**src/hmc_flit_pkg.sv**
```systemverilog
// HMC FLIT definitions
package hmc_flit_pkg;

  // ----------------------------------------------------------------------
  // Stream geometry
  // ----------------------------------------------------------------------

  // One FLIT is 128 bits, four FLITs per AXI word
  localparam int FLIT_W         = 128;
  localparam int FLITS_PER_WORD = 4;
  localparam int AXI_DATA_W     = FLIT_W * FLITS_PER_WORD;
  // Only the low 12 user bits carry flags
  localparam int AXI_USER_W     = 64;

  // User flag groups, one bit per FLIT in each group
  localparam int USER_VLD_LSB   = 0;
  localparam int USER_HDR_LSB   = 4;
  localparam int USER_TAIL_LSB  = 8;

  // Request and response field widths
  localparam int HMC_ADDR_W     = 27;
  localparam int HMC_TAG_W      = 9;
  localparam int MEM_DATA_W     = 256;
  // Block address sits above five zero bits (32-byte blocks)
  localparam int BLOCK_SHIFT    = 5;

  typedef logic [FLIT_W-1:0]     flit_t;
  typedef logic [AXI_DATA_W-1:0] axi_word_t;
  typedef logic [AXI_USER_W-1:0] axi_user_t;
  typedef logic [HMC_ADDR_W-1:0] hmc_addr_t;
  typedef logic [HMC_TAG_W-1:0]  hmc_tag_t;
  typedef logic [MEM_DATA_W-1:0] mem_data_t;

  // ----------------------------------------------------------------------
  // Packet header
  // ----------------------------------------------------------------------

  // Header occupies the low half of the first FLIT, payload follows it
  localparam int HDR_W          = 64;
  localparam int HDR_CMD_LSB    = 0;
  localparam int HDR_CMD_W      = 6;
  localparam int HDR_LNG_LSB    = 7;
  localparam int HDR_DLN_LSB    = 11;
  localparam int HDR_LNG_W      = 4;
  localparam int HDR_TAG_LSB    = 15;
  localparam int HDR_ADDR_LSB   = 24;
  localparam int HDR_ADDR_W     = 34;
  // Cube ID and reserved bits, always zero from this host
  localparam int HDR_CUB_LSB    = 58;

  typedef logic [HDR_W-1:0]     hmc_hdr_t;
  typedef logic [HDR_LNG_W-1:0] hmc_lng_t;

  // Supported request commands
  typedef enum logic [HDR_CMD_W-1:0] {
    CMD_P_WR32 = 6'b011001,
    CMD_RD32   = 6'b110001
  } hmc_cmd_t;

  // Packet lengths in FLITs, header and tail included
  localparam hmc_lng_t LNG_P_WR32 = 4'd3;
  localparam hmc_lng_t LNG_RD32   = 4'd1;
  localparam hmc_lng_t LNG_RD_RS  = 4'd3;

  // Request header, length copied into the duplicate field
  function automatic hmc_hdr_t make_header(hmc_cmd_t cmd, hmc_lng_t lng,
                                           hmc_tag_t tag, hmc_addr_t addr);
    hmc_hdr_t hdr;
    hdr = '0;
    hdr[HDR_CMD_LSB +: HDR_CMD_W]   = cmd;
    hdr[HDR_LNG_LSB +: HDR_LNG_W]   = lng;
    hdr[HDR_DLN_LSB +: HDR_LNG_W]   = lng;
    hdr[HDR_TAG_LSB +: HMC_TAG_W]   = tag;
    hdr[HDR_ADDR_LSB +: HDR_ADDR_W] = HDR_ADDR_W'({addr, {BLOCK_SHIFT{1'b0}}});
    hdr[HDR_W-1:HDR_CUB_LSB]        = '0;
    return hdr;
  endfunction

  // User word from per-FLIT valid, header and tail masks
  function automatic axi_user_t make_user(logic [FLITS_PER_WORD-1:0] vld,
                                          logic [FLITS_PER_WORD-1:0] hdr,
                                          logic [FLITS_PER_WORD-1:0] tail);
    axi_user_t user;
    user = '0;
    user[USER_VLD_LSB +: FLITS_PER_WORD]  = vld;
    user[USER_HDR_LSB +: FLITS_PER_WORD]  = hdr;
    user[USER_TAIL_LSB +: FLITS_PER_WORD] = tail;
    return user;
  endfunction

endpackage

```
**src/hmc_axis_if.sv**
```systemverilog
// FLIT stream interface
`timescale 1ns/1ns

interface hmc_axis_if import hmc_flit_pkg::*; ();

  // Word moves on a clock edge with valid and ready both high
  logic      valid;
  logic      ready;
  // Four FLITs, FLIT0 in the low bits
  axi_word_t data;
  // Per-FLIT valid, header and tail flags
  axi_user_t user;

  // Producer side, holds data and user while stalled
  modport source (
    output valid,
    output data,
    output user,
    input  ready
  );

  // Consumer side
  modport sink (
    input  valid,
    input  data,
    input  user,
    output ready
  );

endinterface

```
**src/hmc_link_startup.sv**
```systemverilog
// Link startup hold-off
`timescale 1ns/1ns

module hmc_link_startup #(
  parameter int STARTUP_WAIT_CYCLES = 256
) (
  input  logic CLK,
  input  logic RST,
  input  logic post_done_i,
  output logic link_up_o
);

  // Wide enough to hold the terminal count itself
  localparam int CNT_W = $clog2(STARTUP_WAIT_CYCLES + 1);

  logic [CNT_W-1:0] wait_cnt;
  logic             wait_done;

  assign wait_done = (wait_cnt == CNT_W'(STARTUP_WAIT_CYCLES));

  // ----------------------------------------------------------------------
  // Settle counter and sticky link-up
  // ----------------------------------------------------------------------

  always_ff @(posedge CLK) begin
    if (RST) begin
      wait_cnt  <= '0;
      link_up_o <= 1'b0;
    end else begin
      // Count initialized cycles only, keep the count if init drops
      if (post_done_i && !wait_done) begin
        wait_cnt <= wait_cnt + 1'b1;
      end
      // Once up, stays up until reset
      if (wait_done) begin
        link_up_o <= 1'b1;
      end
    end
  end

endmodule

```
**src/hmc_mem_port.sv**
```systemverilog
// HMC memory port top level
`timescale 1ns/1ns

module hmc_mem_port import hmc_flit_pkg::*; #(
  parameter int STARTUP_WAIT_CYCLES = 256
) (
  input  logic      CLK,
  input  logic      RST,
  input  logic      post_done_i,
  // Transmit stream to the link controller
  output logic      tx_valid_o,
  input  logic      tx_ready_i,
  output axi_word_t tx_data_o,
  output axi_user_t tx_user_o,
  // Receive stream from the link controller
  input  logic      rx_valid_i,
  output logic      rx_ready_o,
  input  axi_word_t rx_data_i,
  input  axi_user_t rx_user_i,
  // Posted write request
  input  logic      wr_req_i,
  input  hmc_addr_t wr_addr_i,
  input  mem_data_t wr_data_i,
  output logic      wr_ready_o,
  // Read request
  input  logic      rd_req_i,
  input  hmc_addr_t rd_addr_i,
  input  hmc_tag_t  rd_tag_i,
  output logic      rd_ready_o,
  // Read response
  output mem_data_t data_o,
  output hmc_tag_t  tag_o,
  output logic      data_valid_o
);

  logic link_up;

  hmc_axis_if tx_stream ();
  hmc_axis_if rx_stream ();

  // ----------------------------------------------------------------------
  // Stream wiring to the plain ports
  // ----------------------------------------------------------------------

  assign tx_valid_o      = tx_stream.valid;
  assign tx_data_o       = tx_stream.data;
  assign tx_user_o       = tx_stream.user;
  assign tx_stream.ready = tx_ready_i;

  assign rx_stream.valid = rx_valid_i;
  assign rx_stream.data  = rx_data_i;
  assign rx_stream.user  = rx_user_i;
  assign rx_ready_o      = rx_stream.ready;

  // ----------------------------------------------------------------------
  // Blocks
  // ----------------------------------------------------------------------

  hmc_link_startup #(
    .STARTUP_WAIT_CYCLES (STARTUP_WAIT_CYCLES)
  ) link_startup_i (
    .CLK         (CLK),
    .RST         (RST),
    .post_done_i (post_done_i),
    .link_up_o   (link_up)
  );

  hmc_req_builder req_builder_i (
    .CLK        (CLK),
    .RST        (RST),
    .link_up_i  (link_up),
    .wr_req_i   (wr_req_i),
    .wr_addr_i  (wr_addr_i),
    .wr_data_i  (wr_data_i),
    .wr_ready_o (wr_ready_o),
    .rd_req_i   (rd_req_i),
    .rd_addr_i  (rd_addr_i),
    .rd_tag_i   (rd_tag_i),
    .rd_ready_o (rd_ready_o),
    .tx         (tx_stream.source)
  );

  hmc_rsp_assembler rsp_assembler_i (
    .CLK         (CLK),
    .RST         (RST),
    .rx          (rx_stream.sink),
    .rsp_data_o  (data_o),
    .rsp_tag_o   (tag_o),
    .rsp_valid_o (data_valid_o)
  );

endmodule

```
**src/hmc_req_builder.sv**
```systemverilog
// HMC request builder
`timescale 1ns/1ns

module hmc_req_builder import hmc_flit_pkg::*; (
  input  logic       CLK,
  input  logic       RST,
  input  logic       link_up_i,
  // Posted write request
  input  logic       wr_req_i,
  input  hmc_addr_t  wr_addr_i,
  input  mem_data_t  wr_data_i,
  output logic       wr_ready_o,
  // Read request
  input  logic       rd_req_i,
  input  hmc_addr_t  rd_addr_i,
  input  hmc_tag_t   rd_tag_i,
  output logic       rd_ready_o,
  // Transmit stream to the link controller
  hmc_axis_if.source tx
);

  // Output word register
  logic      tx_valid_q;
  axi_word_t tx_data_q;
  axi_user_t tx_user_q;

  logic      slot_free;
  logic      wr_take;
  logic      rd_take;
  hmc_hdr_t  wr_hdr;
  hmc_hdr_t  rd_hdr;
  axi_word_t wr_word;
  axi_word_t rd_word;

  // ----------------------------------------------------------------------
  // Request acceptance
  // ----------------------------------------------------------------------

  // Register empty, or its word leaves on this edge
  assign slot_free  = !tx_valid_q || tx.ready;
  assign wr_ready_o = link_up_i && slot_free;
  // Write wins when both strobes are up
  assign rd_ready_o = link_up_i && slot_free && !wr_req_i;
  assign wr_take    = wr_req_i && wr_ready_o;
  assign rd_take    = rd_req_i && rd_ready_o;

  // ----------------------------------------------------------------------
  // Word encoding
  // ----------------------------------------------------------------------

  // Posted writes carry tag zero
  assign wr_hdr = make_header(CMD_P_WR32, LNG_P_WR32, '0, wr_addr_i);
  assign rd_hdr = make_header(CMD_RD32, LNG_RD32, rd_tag_i, rd_addr_i);

  // FLIT3 empty, zero tail in FLIT2, payload right after the header
  assign wr_word = {FLIT_W'(0), HDR_W'(0), wr_data_i, wr_hdr};
  // Single FLIT, header low and zero tail high
  assign rd_word = {(AXI_DATA_W - FLIT_W)'(0), HDR_W'(0), rd_hdr};

  // ----------------------------------------------------------------------
  // Output register
  // ----------------------------------------------------------------------

  always_ff @(posedge CLK) begin
    if (RST) begin
      tx_valid_q <= 1'b0;
    end else if (wr_take || rd_take) begin
      tx_valid_q <= 1'b1;
    end else if (tx.ready) begin
      // Accepted with nothing new behind it
      tx_valid_q <= 1'b0;
    end
  end

  // Loads only on acceptance, so a stalled word stays put
  always_ff @(posedge CLK) begin
    if (wr_take) begin
      tx_data_q <= wr_word;
      // FLITs 0..2 valid, header in 0, tail in 2
      tx_user_q <= make_user(4'b0111, 4'b0001, 4'b0100);
    end else if (rd_take) begin
      tx_data_q <= rd_word;
      // FLIT0 alone, header and tail
      tx_user_q <= make_user(4'b0001, 4'b0001, 4'b0001);
    end
  end

  assign tx.valid = tx_valid_q;
  assign tx.data  = tx_data_q;
  assign tx.user  = tx_user_q;

endmodule

```
**src/hmc_rsp_assembler.sv**
```systemverilog
// HMC read response assembler
`timescale 1ns/1ns

module hmc_rsp_assembler import hmc_flit_pkg::*; (
  input  logic      CLK,
  input  logic      RST,
  // Receive stream from the link controller
  hmc_axis_if.sink  rx,
  // Reassembled read response
  output mem_data_t rsp_data_o,
  output hmc_tag_t  rsp_tag_o,
  output logic      rsp_valid_o
);

  // Payload bits carried in the first word of a spanning response
  localparam int SPAN_C_W = 2 * FLIT_W - HDR_W;
  localparam int SPAN_D_W = FLIT_W - HDR_W;

  // Which spanning placement waits for its second word
  typedef enum logic [1:0] {
    PEND_NONE,
    PEND_C,
    PEND_D
  } pend_t;

  logic                      rx_ready_q;
  logic                      rx_fire;
  logic [FLITS_PER_WORD-1:0] vld;
  logic [FLITS_PER_WORD-1:0] hdr;
  logic [FLITS_PER_WORD-1:0] tail;

  // Placement hits in the current word
  logic hit_a;
  logic hit_b;
  logic start_c;
  logic start_d;
  logic end_c;
  logic end_d;

  // Partial response held across words
  pend_t               pend_q;
  logic [SPAN_C_W-1:0] part_data_q;
  hmc_tag_t            part_tag_q;

  // ----------------------------------------------------------------------
  // Flag decode
  // ----------------------------------------------------------------------

  assign rx_fire = rx.valid && rx_ready_q;
  assign vld     = rx.user[USER_VLD_LSB +: FLITS_PER_WORD];
  assign hdr     = rx.user[USER_HDR_LSB +: FLITS_PER_WORD];
  assign tail    = rx.user[USER_TAIL_LSB +: FLITS_PER_WORD];

  // Whole response in FLITs 0..2
  assign hit_a   = (vld[2:0] == 3'b111) && (hdr[2:0] == 3'b001) && (tail[2:0] == 3'b100);
  // Whole response in FLITs 1..3
  assign hit_b   = (vld[3:1] == 3'b111) && (hdr[3:1] == 3'b001) && (tail[3:1] == 3'b100);
  // Header in FLIT2, no tail yet
  assign start_c = (vld[3:2] == 2'b11) && (hdr[3:2] == 2'b01) && (tail[3:2] == 2'b00);
  // Header in FLIT3, no tail yet
  assign start_d = vld[3] && hdr[3] && !tail[3];
  // Tail in FLIT0 closes a FLIT2 start
  assign end_c   = (pend_q == PEND_C) && vld[0] && !hdr[0] && tail[0];
  // Tail in FLIT1 closes a FLIT3 start
  assign end_d   = (pend_q == PEND_D) && (vld[1:0] == 2'b11) && (hdr[1:0] == 2'b00) &&
                   (tail[1:0] == 2'b10);

  // ----------------------------------------------------------------------
  // Control state
  // ----------------------------------------------------------------------

  always_ff @(posedge CLK) begin
    if (RST) begin
      rx_ready_q  <= 1'b0;
      rsp_valid_o <= 1'b0;
      pend_q      <= PEND_NONE;
    end else begin
      // Never back-pressure once out of reset
      rx_ready_q  <= 1'b1;
      rsp_valid_o <= rx_fire && (hit_a || hit_b || end_c || end_d);
      // Pending state follows accepted words only
      if (rx_fire) begin
        if (start_c) begin
          pend_q <= PEND_C;
        end else if (start_d) begin
          pend_q <= PEND_D;
        end else begin
          pend_q <= PEND_NONE;
        end
      end
    end
  end

  // ----------------------------------------------------------------------
  // Payload and tag
  // ----------------------------------------------------------------------

  always_ff @(posedge CLK) begin
    if (rx_fire) begin
      // Completed response, a continuation first
      if (end_d) begin
        rsp_data_o <= {rx.data[0 +: MEM_DATA_W - SPAN_D_W], part_data_q[SPAN_D_W-1:0]};
        rsp_tag_o  <= part_tag_q;
      end else if (end_c) begin
        rsp_data_o <= {rx.data[0 +: MEM_DATA_W - SPAN_C_W], part_data_q};
        rsp_tag_o  <= part_tag_q;
      end else if (hit_b) begin
        rsp_data_o <= rx.data[FLIT_W + HDR_W +: MEM_DATA_W];
        rsp_tag_o  <= rx.data[FLIT_W + HDR_TAG_LSB +: HMC_TAG_W];
      end else if (hit_a) begin
        rsp_data_o <= rx.data[HDR_W +: MEM_DATA_W];
        rsp_tag_o  <= rx.data[HDR_TAG_LSB +: HMC_TAG_W];
      end
      // New spanning response, first part of the payload
      if (start_c) begin
        part_data_q <= rx.data[2 * FLIT_W + HDR_W +: SPAN_C_W];
        part_tag_q  <= rx.data[2 * FLIT_W + HDR_TAG_LSB +: HMC_TAG_W];
      end else if (start_d) begin
        part_data_q[SPAN_D_W-1:0] <= rx.data[3 * FLIT_W + HDR_W +: SPAN_D_W];
        part_tag_q                <= rx.data[3 * FLIT_W + HDR_TAG_LSB +: HMC_TAG_W];
      end
    end
  end

  assign rx.ready = rx_ready_q;

endmodule

```
**config.mk**
```make
export PLATFORM = sky130hd
export DESIGN_NAME = hmc_mem_port
export DESIGN_NICKNAME = d
export VERILOG_FILES = /design/src/hmc_flit_pkg.sv /design/src/hmc_axis_if.sv /design/src/hmc_link_startup.sv /design/src/hmc_mem_port.sv /design/src/hmc_req_builder.sv /design/src/hmc_rsp_assembler.sv
export SDC_FILE = /design/constraint.sdc
export NUM_CORES = 1
export LEC_CHECK = 0
export ABC_AREA = 1
export ABC_CLOCK_PERIOD_IN_PS = 8000
export BUFFER_PORTS_ARGS = -buffer_cell sky130_fd_sc_hd__buf_2
export CAP_MARGIN = 30
export CORE_AREA = 2 2 683 685
export DETAILED_ROUTE_END_ITERATION = 10
export DIE_AREA = 0 0 685 687
export HOLD_SLACK_MARGIN = 0.05
export PLACE_DENSITY = 0.35
export SYNTH_ARGS = -nofsm -noshare
export SYNTH_HDL_FRONTEND = slang
export SYNTH_SLANG_ARGS = --single-unit
```
**constraint.sdc**
```tcl
create_clock -name CLK -period 8 [get_ports CLK]
set_clock_uncertainty 0.05 [all_clocks]
set_input_delay 0.8 -clock CLK [delete_from_list [all_inputs] [get_ports CLK]]
set_output_delay 0.8 -clock CLK [all_outputs]
set_load 0.1 [all_outputs]
```
Yosys cells after proc, flatten, opt, wreduce, memory -nomap -nowiden
Index checks and enable logic that the tools add are counted.
Widths: inputs -> output; s select.
{ "totals": {"register_bits": 781, "inputBits": 902, "out_inout_bits": 846, "word_cells": 87} }
{ "classes": {"n_addsub": 1, "n_eq_ne": 13, "muxes": 19, "n_reduce_logical": 40} }
{ "ops": {"columns": ["cell", "count"], "rows": [
  ["$mux 256", 4],
  ["$mux 320", 2],
  ["$mux 64", 2],
  ["$mux 9", 6],
  ["$logic_and 1x1->1", 21],
  ["$eq 3x3->1 const B", 4],
  ["$add 9x1->9 const B", 1],
  ["$eq 9x9->1 const B", 1],
  ["$eq 2x2->1 const B", 4],
  ["$eq 3x1->1 const B", 2],
  ["$reduce_and 2->1", 3],
  ["$reduce_bool 2->1", 3],
  ["$logic_not 1->1", 5],
  ["$logic_or 1x1->1", 5],
  ["$eq 2x1->1 const B", 2],
  ["$logic_not 2->1", 2],
  ["$mux 2", 2],
  ["$reduce_bool 4->1", 1],
  ["$mux 1", 3]
]} }

Longest topological paths before layout
Gate-level depths: netlist of the first run.
{ "depth": {"depth_word": 7, "ltp_mapped": 11, "mapped_depth_nobuf": 9} }

Modules after synthesis
From an unflattened synthesis of the first run, not the netlist that was laid out.
{ "unflattened": {"cells_unflattened": 4119, "hier_area_um2": 38021.5} }
{ "modules_own_cells": {"columns": ["module", "n_inst", "cells_each", "area_each_um2"], "rows": [
  ["hmc_rsp_assembler", 1, 2778, 23996.8],
  ["hmc_req_builder", 1, 1267, 13508.0],
  ["hmc_link_startup", 1, 74, 516.7]
]} }

Worst setup path after synthesis of the first run
Ideal clock, no wire load.
{ "synth_timing": {"path_kind": "in2reg", "startpoint": "in tx_ready_i", "endpoint": "reg req_builder_i.tx_data_q[100], in the netlist req_builder_i.tx.data[100] (enable)", "setup_time_ns": 0.656, "arrival_ns": 8.757, "t_required_ns": 7.294, "setup_slack_ns": -1.463, "stages": 7, "path_buffers": 1, "cell_sequence": "inv_1 nand2_1 nand2_1 nor2_1 nand2_1 clkbuf_1 nand2_1"} }
{ "synth_between": {"elab_chain_len": 5, "elab_cells_between_ends": 6, "classes_between": "reduce/logical: 6"} }
{ "synth_lines": {"columns": ["item", "line_no", "text"], "rows": [
  ["start: declaration", "hmc_mem_port.sv:12", "input logic tx_ready_i,"],
  ["$logic_or 1x1->1", "hmc_req_builder.sv:40", "assign slot_free = !tx_valid_q || tx.ready;"],
  ["$logic_and 1x1->1 (2 in series)", "hmc_req_builder.sv:43", "assign rd_ready_o = link_up_i && slot_free && !wr_req_i;"],
  ["named net rd_ready_o", "hmc_mem_port.sv:29", "output logic rd_ready_o,"],
  ["$logic_and 1x1->1", "hmc_req_builder.sv:45", "assign rd_take = rd_req_i && rd_ready_o;"],
  ["$reduce_bool 2->1 (no line)", null, null],
  ["end signal: assignment", "hmc_req_builder.sv:78", "tx_data_q <= wr_word;"],
  ["end signal: assignment", "hmc_req_builder.sv:82", "tx_data_q <= rd_word;"],
  ["end: declaration", "hmc_req_builder.sv:24", "axi_word_t tx_data_q;"]
]} }
The timed path passes the listed nets, and every way through them passes these cells.
A chain may end at the register's enable or synchronous reset.

Final worst setup path of the first run
{ "layout_timing": {"startpoint": "reg rsp_assembler_i.pend_q[1]", "endpoint": "reg rsp_assembler_i.rsp_data_o[243] (enable)"} }
{ "layout_between": {"elab_chain_len": 6, "elab_cells_between_ends": 10, "classes_between": "eq/ne: 2; reduce/logical: 8"} }
{ "layout_lines": {"columns": ["item", "line_no", "text"], "rows": [
  ["start: declaration", "hmc_rsp_assembler.sv:41", "pend_t pend_q;"],
  ["start signal: assignment", "hmc_rsp_assembler.sv:76", "pend_q <= PEND_NONE;"],
  ["start signal: assignment", "hmc_rsp_assembler.sv:84", "pend_q <= PEND_C;"],
  ["start signal: assignment", "hmc_rsp_assembler.sv:86", "pend_q <= PEND_D;"],
  ["$eq 2x2->1 / $eq 2x1->1 (equally long branches)", "hmc_rsp_assembler.sv:65, hmc_rsp_assembler.sv:63", null],
  ["$logic_and 1x1->1 (on tied branches) (3 in series)", "hmc_rsp_assembler.sv:65, hmc_rsp_assembler.sv:63", null],
  ["$reduce_bool 4->1 (no line) *", null, null],
  ["$reduce_and 2->1 (no line) *", null, null],
  ["end signal: assignment", "hmc_rsp_assembler.sv:102", "rsp_data_o <= {rx.data[0 +: MEM_DATA_W - SPAN_D_W], part_data_q[SPAN_D_W-1:0]};"],
  ["end signal: assignment", "hmc_rsp_assembler.sv:105", "rsp_data_o <= {rx.data[0 +: MEM_DATA_W - SPAN_C_W], part_data_q};"],
  ["end signal: assignment", "hmc_rsp_assembler.sv:108", "rsp_data_o <= rx.data[FLIT_W + HDR_W +: MEM_DATA_W];"],
  ["end: declaration", "hmc_rsp_assembler.sv:10", "output mem_data_t rsp_data_o,"]
]} }
Mark *: on every way between the ends. The rest lies on a longest branch, timed or not.

==> results of run 1 <==
[state kept, by name, indices dropped and copies added (netlist names)]
signal / cells
rsp_assembler_i.rsp_data_o: 256
link_startup_i.wait_cnt: 9
rsp_assembler_i.rsp_valid_o: 1
req_builder_i.tx.data: 294
rsp_assembler_i.part_data_q: 192
link_startup_i.link_up_o: 1
rsp_assembler_i.rx.ready: 1
rsp_assembler_i.pend_q: 2
rsp_assembler_i.part_tag_q: 9
rsp_assembler_i.rsp_tag_o: 9
req_builder_i.tx.valid: 1
[cells in the final DEF, fill, tap and decap left out, types with 4 or more instances in the layout]
cell	count
nand3_1	71
clkinvlp_4	4
buf_4	29
nand2_1	1090
buf_2	1419
clkbuf_1	22
clkinv_2	17
clkbuf_16	110
clkbuf_8	4
inv_1	628
o211ai_1	73
dlygate4sd3_1	113
o21ai_1	158
conb_1	276
clkinv_1	20
bufinv_16	9
buf_12	12
edfxtp_1	749
diode_2	46
nor2_1	285
o21bai_1	104
dfxtp_1	26
o21ai_0	223
a21oi_1	17
inv_6	8
[per-stage QoR]
step	utilization, %	setup WS [ns]
after CTS	12.0	4.22
final	12.0	4.39
after global routing	12.0	4.12
after detailed placement	11.0	3.50
after floorplan	-	0.590
after global placement	11.0	3.48
[worst reg2reg max path, delay by kind of cell, from the launching register on]
family / cells / cell delay [ns]
simple gates: 4 / 1.21
buf+inv: 2 / 1.16
flops: 1 / 0.40
compound gates: 1 / 0.27
[metal layers]
metal,wire length [µm],track usage [%]
met1,94400,11.3
met2,111000,15.7
met3,17100,2.67
met4,6780,2.47
met5,528,0
[cells by family after synthesis]
logic type	count (synthesis)	synth area share, %
adder cells (fa/ha/maj)	2	0.0668
flip-flops	775	61.4
XOR/XNOR	3	0.0701
buffers and inverters	1113	14.5
AO/OA/AOI/OAI	578	8.91
AND/OR/NAND/NOR	1464	15.0
other	2	0.0200
[power by group]
part | leakage [nW] | internal [mW] | switching [mW]
clock network | 1.68 | 2.84 | 2.07
registers | 7.25 | 4.44 | 0.00875
logic | 15.1 | 0.273 | 0.953
[cell type report]
cell class / count / area, µm²
Multi-Input combinational cell: 2323 / 10100
Clock buffer: 136 / 2890
Sequential cell: 775 / 23000
Clock inverter: 59 / 552
Timing Repair Buffer: 1574 / 8720
Fill cell: 53500 / 407000
Antenna cell: 46 / 115
Tap cell: 6174 / 7720
Inverter: 636 / 2410
[repair_timing]
| action | 4_1_cts | 5_1_grt |
|---|---|---|
| setup endpoints to repair | 0 | 0 |
| hold buffers | 113 | 0 |
| endpoints found under the hold margin | 113 | 0 |
| resized for setup | 0 | 0 |
[how the worst max path moves through the flow]
stage | startpoint | to | slack (ns) | cells after the start
after detailed placement | rx_user_i[9] | rsp_assembler_i.rsp_data_o[229] | 3.50 | 8
final | rsp_assembler_i.pend_q[1] | rsp_assembler_i.rsp_data_o[243] | 4.39 | 7
after CTS | rsp_assembler_i.pend_q[1] | rsp_assembler_i.rsp_data_o[243] | 4.22 | 7
after global routing | rsp_assembler_i.pend_q[1] | rsp_assembler_i.rsp_data_o[243] | 4.12 | 7
after floorplan | rx_user_i[4] | rsp_assembler_i.rsp_data_o[0] | 0.59 | 9
after global placement | rx_user_i[9] | rsp_assembler_i.rsp_data_o[105] | 3.48 | 8
==> results.toml, run 1 <==
[finish]
nets = 6323
stdcell_count = 11700
final_design_area_no_fill_um2 = 55600
drive_gt1_share_pct = 29.7
area_growth_pct = 48.3

[critical_path]
arrival_ns = 3.98
r2r_cells = 7
reg2reg_to = "rsp_assembler_i.rsp_data_o[243]"
r2r_slack_ns = 4.39
crit_path_max_fanout = 100
cp_data_required_time_ns = 8.38
slowest_stage = "buf_12"
path_cells = "nand2_1 -> nor2_2 -> nand2_8 -> nand2_8 -> o21bai_1 -> inv_8 -> buf_12"
crit_family = "simple AND/OR/NAND/NOR gates"
critPathBufInv = 2
cp_common_cell = "nand2_8"
reg2reg_from = "rsp_assembler_i.pend_q[1]"
end_kind = "register"
cp-start-kind = "register"
max_stage_delay_ns = 0.53
crit_type = "reg2reg"

[timing]
finalHoldViolCount = 0
drv_slew = 0
fin_crit_sh_pct = 45.1
holdWs_ns = 0.156
fmax_mhz = 277
setup_violations = 0
period_needed_ns = 3.61
finalSetupTns_ns = 0
tightest_slew_ns = 0.988
rsz0062_at_grt = "false"
slew_headroom_pct = 34.6

[global_routing]
grt_pass1_vias = 30400
grt_antenna_before_repair = 165
grt_overflow = 0
grt_use_total_pct = 9.20
grt_pass1_wl_mm = 291
grt_max_degree = 148

[pwr]
power_density_nw_per_um2 = 190
p_leak_nw = 24.0
power_mw = 10.6
ir_worst_vdd_mv = 0.151

[yosys]
yosysTopAreaCellShare_pct = 60.0
ys_top_cells_by_area = "edfxtp_1 (60%), nand2_1 (11%), inv_1 (6.3%), buf_4 (5.8%), o21ai_0 (3.0%)"
synth_edf_count = 749
ys.flop_type = "edfxtp_1"
yosysWarnings = 0
yosysTopAreaCell = "edfxtp_1"
ys_ff_latch = 775
synth_most_common_cell = "nand2_1"
syn_avg_cell_area_um2 = 9.52
ys_types = 31
ys_seq_area_share_pct = 61.4
async_reset_ff_share_pct = 0
synth_cells = 3937
netlist_area_um2 = 37500
netlist_top_cells_count = "nand2_1 (1093), edfxtp_1 (749), inv_1 (630)"

[clocking]
clockRootBuffer = "clkbuf_16"
cts_tree = "yes"
cts_setup_buffers = 0
clk_pin_slew_worst_paths_ns = 0.06
clock_latency_ns = 0.79
cts.path.max_buffers = 4
cts.htree.levels = 3
clkSinkCount = 775
numCtsBuffers = 109

[drt]
post_drt_wl_per_cell_um = 19.6
drc = 0
totalWireLength_mm = 229
via_per_inst = 2.77
dr.pass1.iters = 5
drt_iter0_drc = 2357
vias = 32500
ant_nets = 0

[min_path]
hold_path_depth = 1
holdPathEnd = "rsp_assembler_i.part_data_q[183]"
holdCritStartpoint = "rx_data_i[503]"
min_path_type = "in2reg"

[die]
start_util_pct = 8.10
die_x_um = 685
die_area_um2 = 471000
die_h_um = 687
ios = 1748
rows = 250
core_area_um2 = 463000

[run]
drv_cap = 0

[placement]
dpl.hpwl_mm = 180
placedInstanceArea_um2 = 50900
gp_congestion = 0.840
io_buffers = 1419
placed_cells = 11400

[run_status]
outcome = "finished, final reports clean"
No activity file was read; power rests on OpenSTA's default activity.
==> run 2: changes to the inputs <==
Settings changed: ABC_CLOCK_PERIOD_IN_PS 8000 to 3700, PLACE_DENSITY 0.35 to 0.34.
Clock period 8 ns to 3.7 ns, I/O delays scaled along.
==> run 2 against run 1 <==
Critical path depth rose by 4; via count increased by 11%; total power grew 130%; count of clock-buffer cells in the layout is 3 lower; setup slack worse by 4.0 ns; first-iteration DRC count is 8.3% lower; final area rose by 18%; worst hold slack worse by 0.011 ns; sequential share of layout area decreased by 6.2 points.
==> results.toml, run 2 (synthesis results as in run 1) <==
[clocking]
cts_tree = "yes"
cts.htree.levels = 3
clk_pin_slew_worst_paths_ns = 0.06
post_cts_resized = 0
clockRootBuffer = "clkbuf_16"
clkSinkCount = 775
cts.path.max_buffers = 4
cts_setup_buffers = 0
numCtsBuffers = 112
clock_latency_ns = 0.84
cts-hold-fix-buffers = 1011

[critical_path]
critPathBufInv = 5
end_kind = "register"
slowest_stage = "dlygate4sd3_1"
cp_data_required_time_ns = 4.35
path_cells = "nand2_1 -> nor2_2 -> nand2_8 -> buf_12 -> inv_4 -> buf_12 -> nand2_1 -> nand2_1 -> dlygate4sd3_1 -> o21bai_1 -> dlygate4sd3_1"
max_stage_delay_ns = 0.57
crit_type = "reg2reg"
cp-start-kind = "register"
crit_family = "buffers and inverters"
arrival_ns = 3.98
cp_common_cell = "nand2_1"
crit_path_max_fanout = 43

[finish]
nets = 7270
layout_commonest_cell = "buf_2"
final_cell_mix = "buf_2 (1419), nand2_1 (1087), dlygate4sd3_1 (1011)"
largest_reg_flops = 294
area_growth_pct = 74.4
final_design_area_no_fill_um2 = 65300
stdcell_count = 12700
drive_gt1_share_pct = 26.3

[placement]
dpl.hpwl_mm = 183
gp_congestion = 0.833
io_buffers = 1419
placed_cells = 11400
placedInstanceArea_um2 = 51500

[die]
core_area_um2 = 463000
die_h_um = 687
ios = 1748
die_area_um2 = 471000
start_util_pct = 8.10
rows = 250
die_x_um = 685

[drt]
via_per_inst = 2.84
totalWireLength_mm = 234
ant_nets = 0
post_drt_wl_per_cell_um = 18.5
drc = 0
drt_iter0_drc = 2161
dr.pass1.iters = 7
vias = 36000

[global_routing]
grt_overflow = 0
grt_use_total_pct = 9.41
grt_max_degree = 99
grt_pass1_vias = 36000
grt_antenna_before_repair = 59
grt_pass1_wl_mm = 307

[timing]
rsz0062_at_grt = "false"
tightest_slew_ns = 0.904
drv_slew = 0
setup_violations = 0
finalHoldViolCount = 0
fin_crit_sh_pct = 90.1
finalSetupTns_ns = 0
fmax_mhz = 300
period_needed_ns = 3.33
holdWs_ns = 0.145
slew_headroom_pct = 40.1

[pwr]
p_int_mw = 17.2
ir_worst_vdd_mv = 0.397
power_density_nw_per_um2 = 369
clock_power_share_pct = 46.0
p_leak_nw = 28.3
switching_share_pct = 28.9
combPwrFrac_pct = 14.2
power_mw = 24.1
seqPwrFrac_pct = 39.8
p_switching_mw = 6.97

[run]
drv_cap = 0

[min_path]
min_path_type = "in2reg"

[run_status]
outcome = "finished, final reports clean"
run 2: area by class of cell:
cell class / count / area (µm²)
antenna: 26 / 65.1
clock buffer: 133 / 2930
clock inverter: 70 / 687
fill: 52800 / 397000
inverter: 636 / 2420
multi-input combinational: 2323 / 10200
sequential: 775 / 23000
tap: 6174 / 7720
timing repair buffer: 2518 / 18300
run 2: worst paths after layout:
kind,end,slack (ns),startpoint,cells after the start
setup / recovery,rsp_assembler_i.rsp_data_o[230],0.37,rsp_assembler_i.pend_q[1],11
hold / removal,req_builder_i.tx.data[12],0.14,wr_req_i,3
setup reg to reg,rsp_assembler_i.rsp_data_o[230],0.37,rsp_assembler_i.pend_q[1],11
hold reg to reg,req_builder_i.tx.data[15],0.41,req_builder_i.tx.data[15],2
run 2: per-layer routing:
layer	up-vias	track usage, %	part of all wire [%]
li1	17000	-	-
met4	10	2.54	3.0
met5	-	0	0.030
met1	17300	11.2	41
met2	1373	16.7	50
met3	299	2.34	6.3
run 2: metrics by stage:
stage               worst slack [ns]  utilization [%]
floorplan                      -1.79                -
global placement               0.921             11.1
CTS                            0.310             14.1
global route                   0.163             14.1
detailed placement             0.930             11.1
finish                         0.366             14.1
run 2: tightest hold or removal path: stages:
cell	delay (ns)
buf_2	0.18
nand2_4	0.30
nand2_1	0.16
run 2: power by group through the flow:
| stage | clock network, mW | logic, mW | registers [mW] |
|---|---|---|---|
| finish | 11.1 | 3.43 | 9.61 |
| global route | 11.8 | 3.63 | 9.60 |
| CTS | 11.6 | 3.45 | 9.61 |
| detailed placement | 0 | 2.56 | 9.79 |
| global placement | 0 | 2.56 | 9.79 |
| floorplan | 0 | 1.89 | 9.87 |
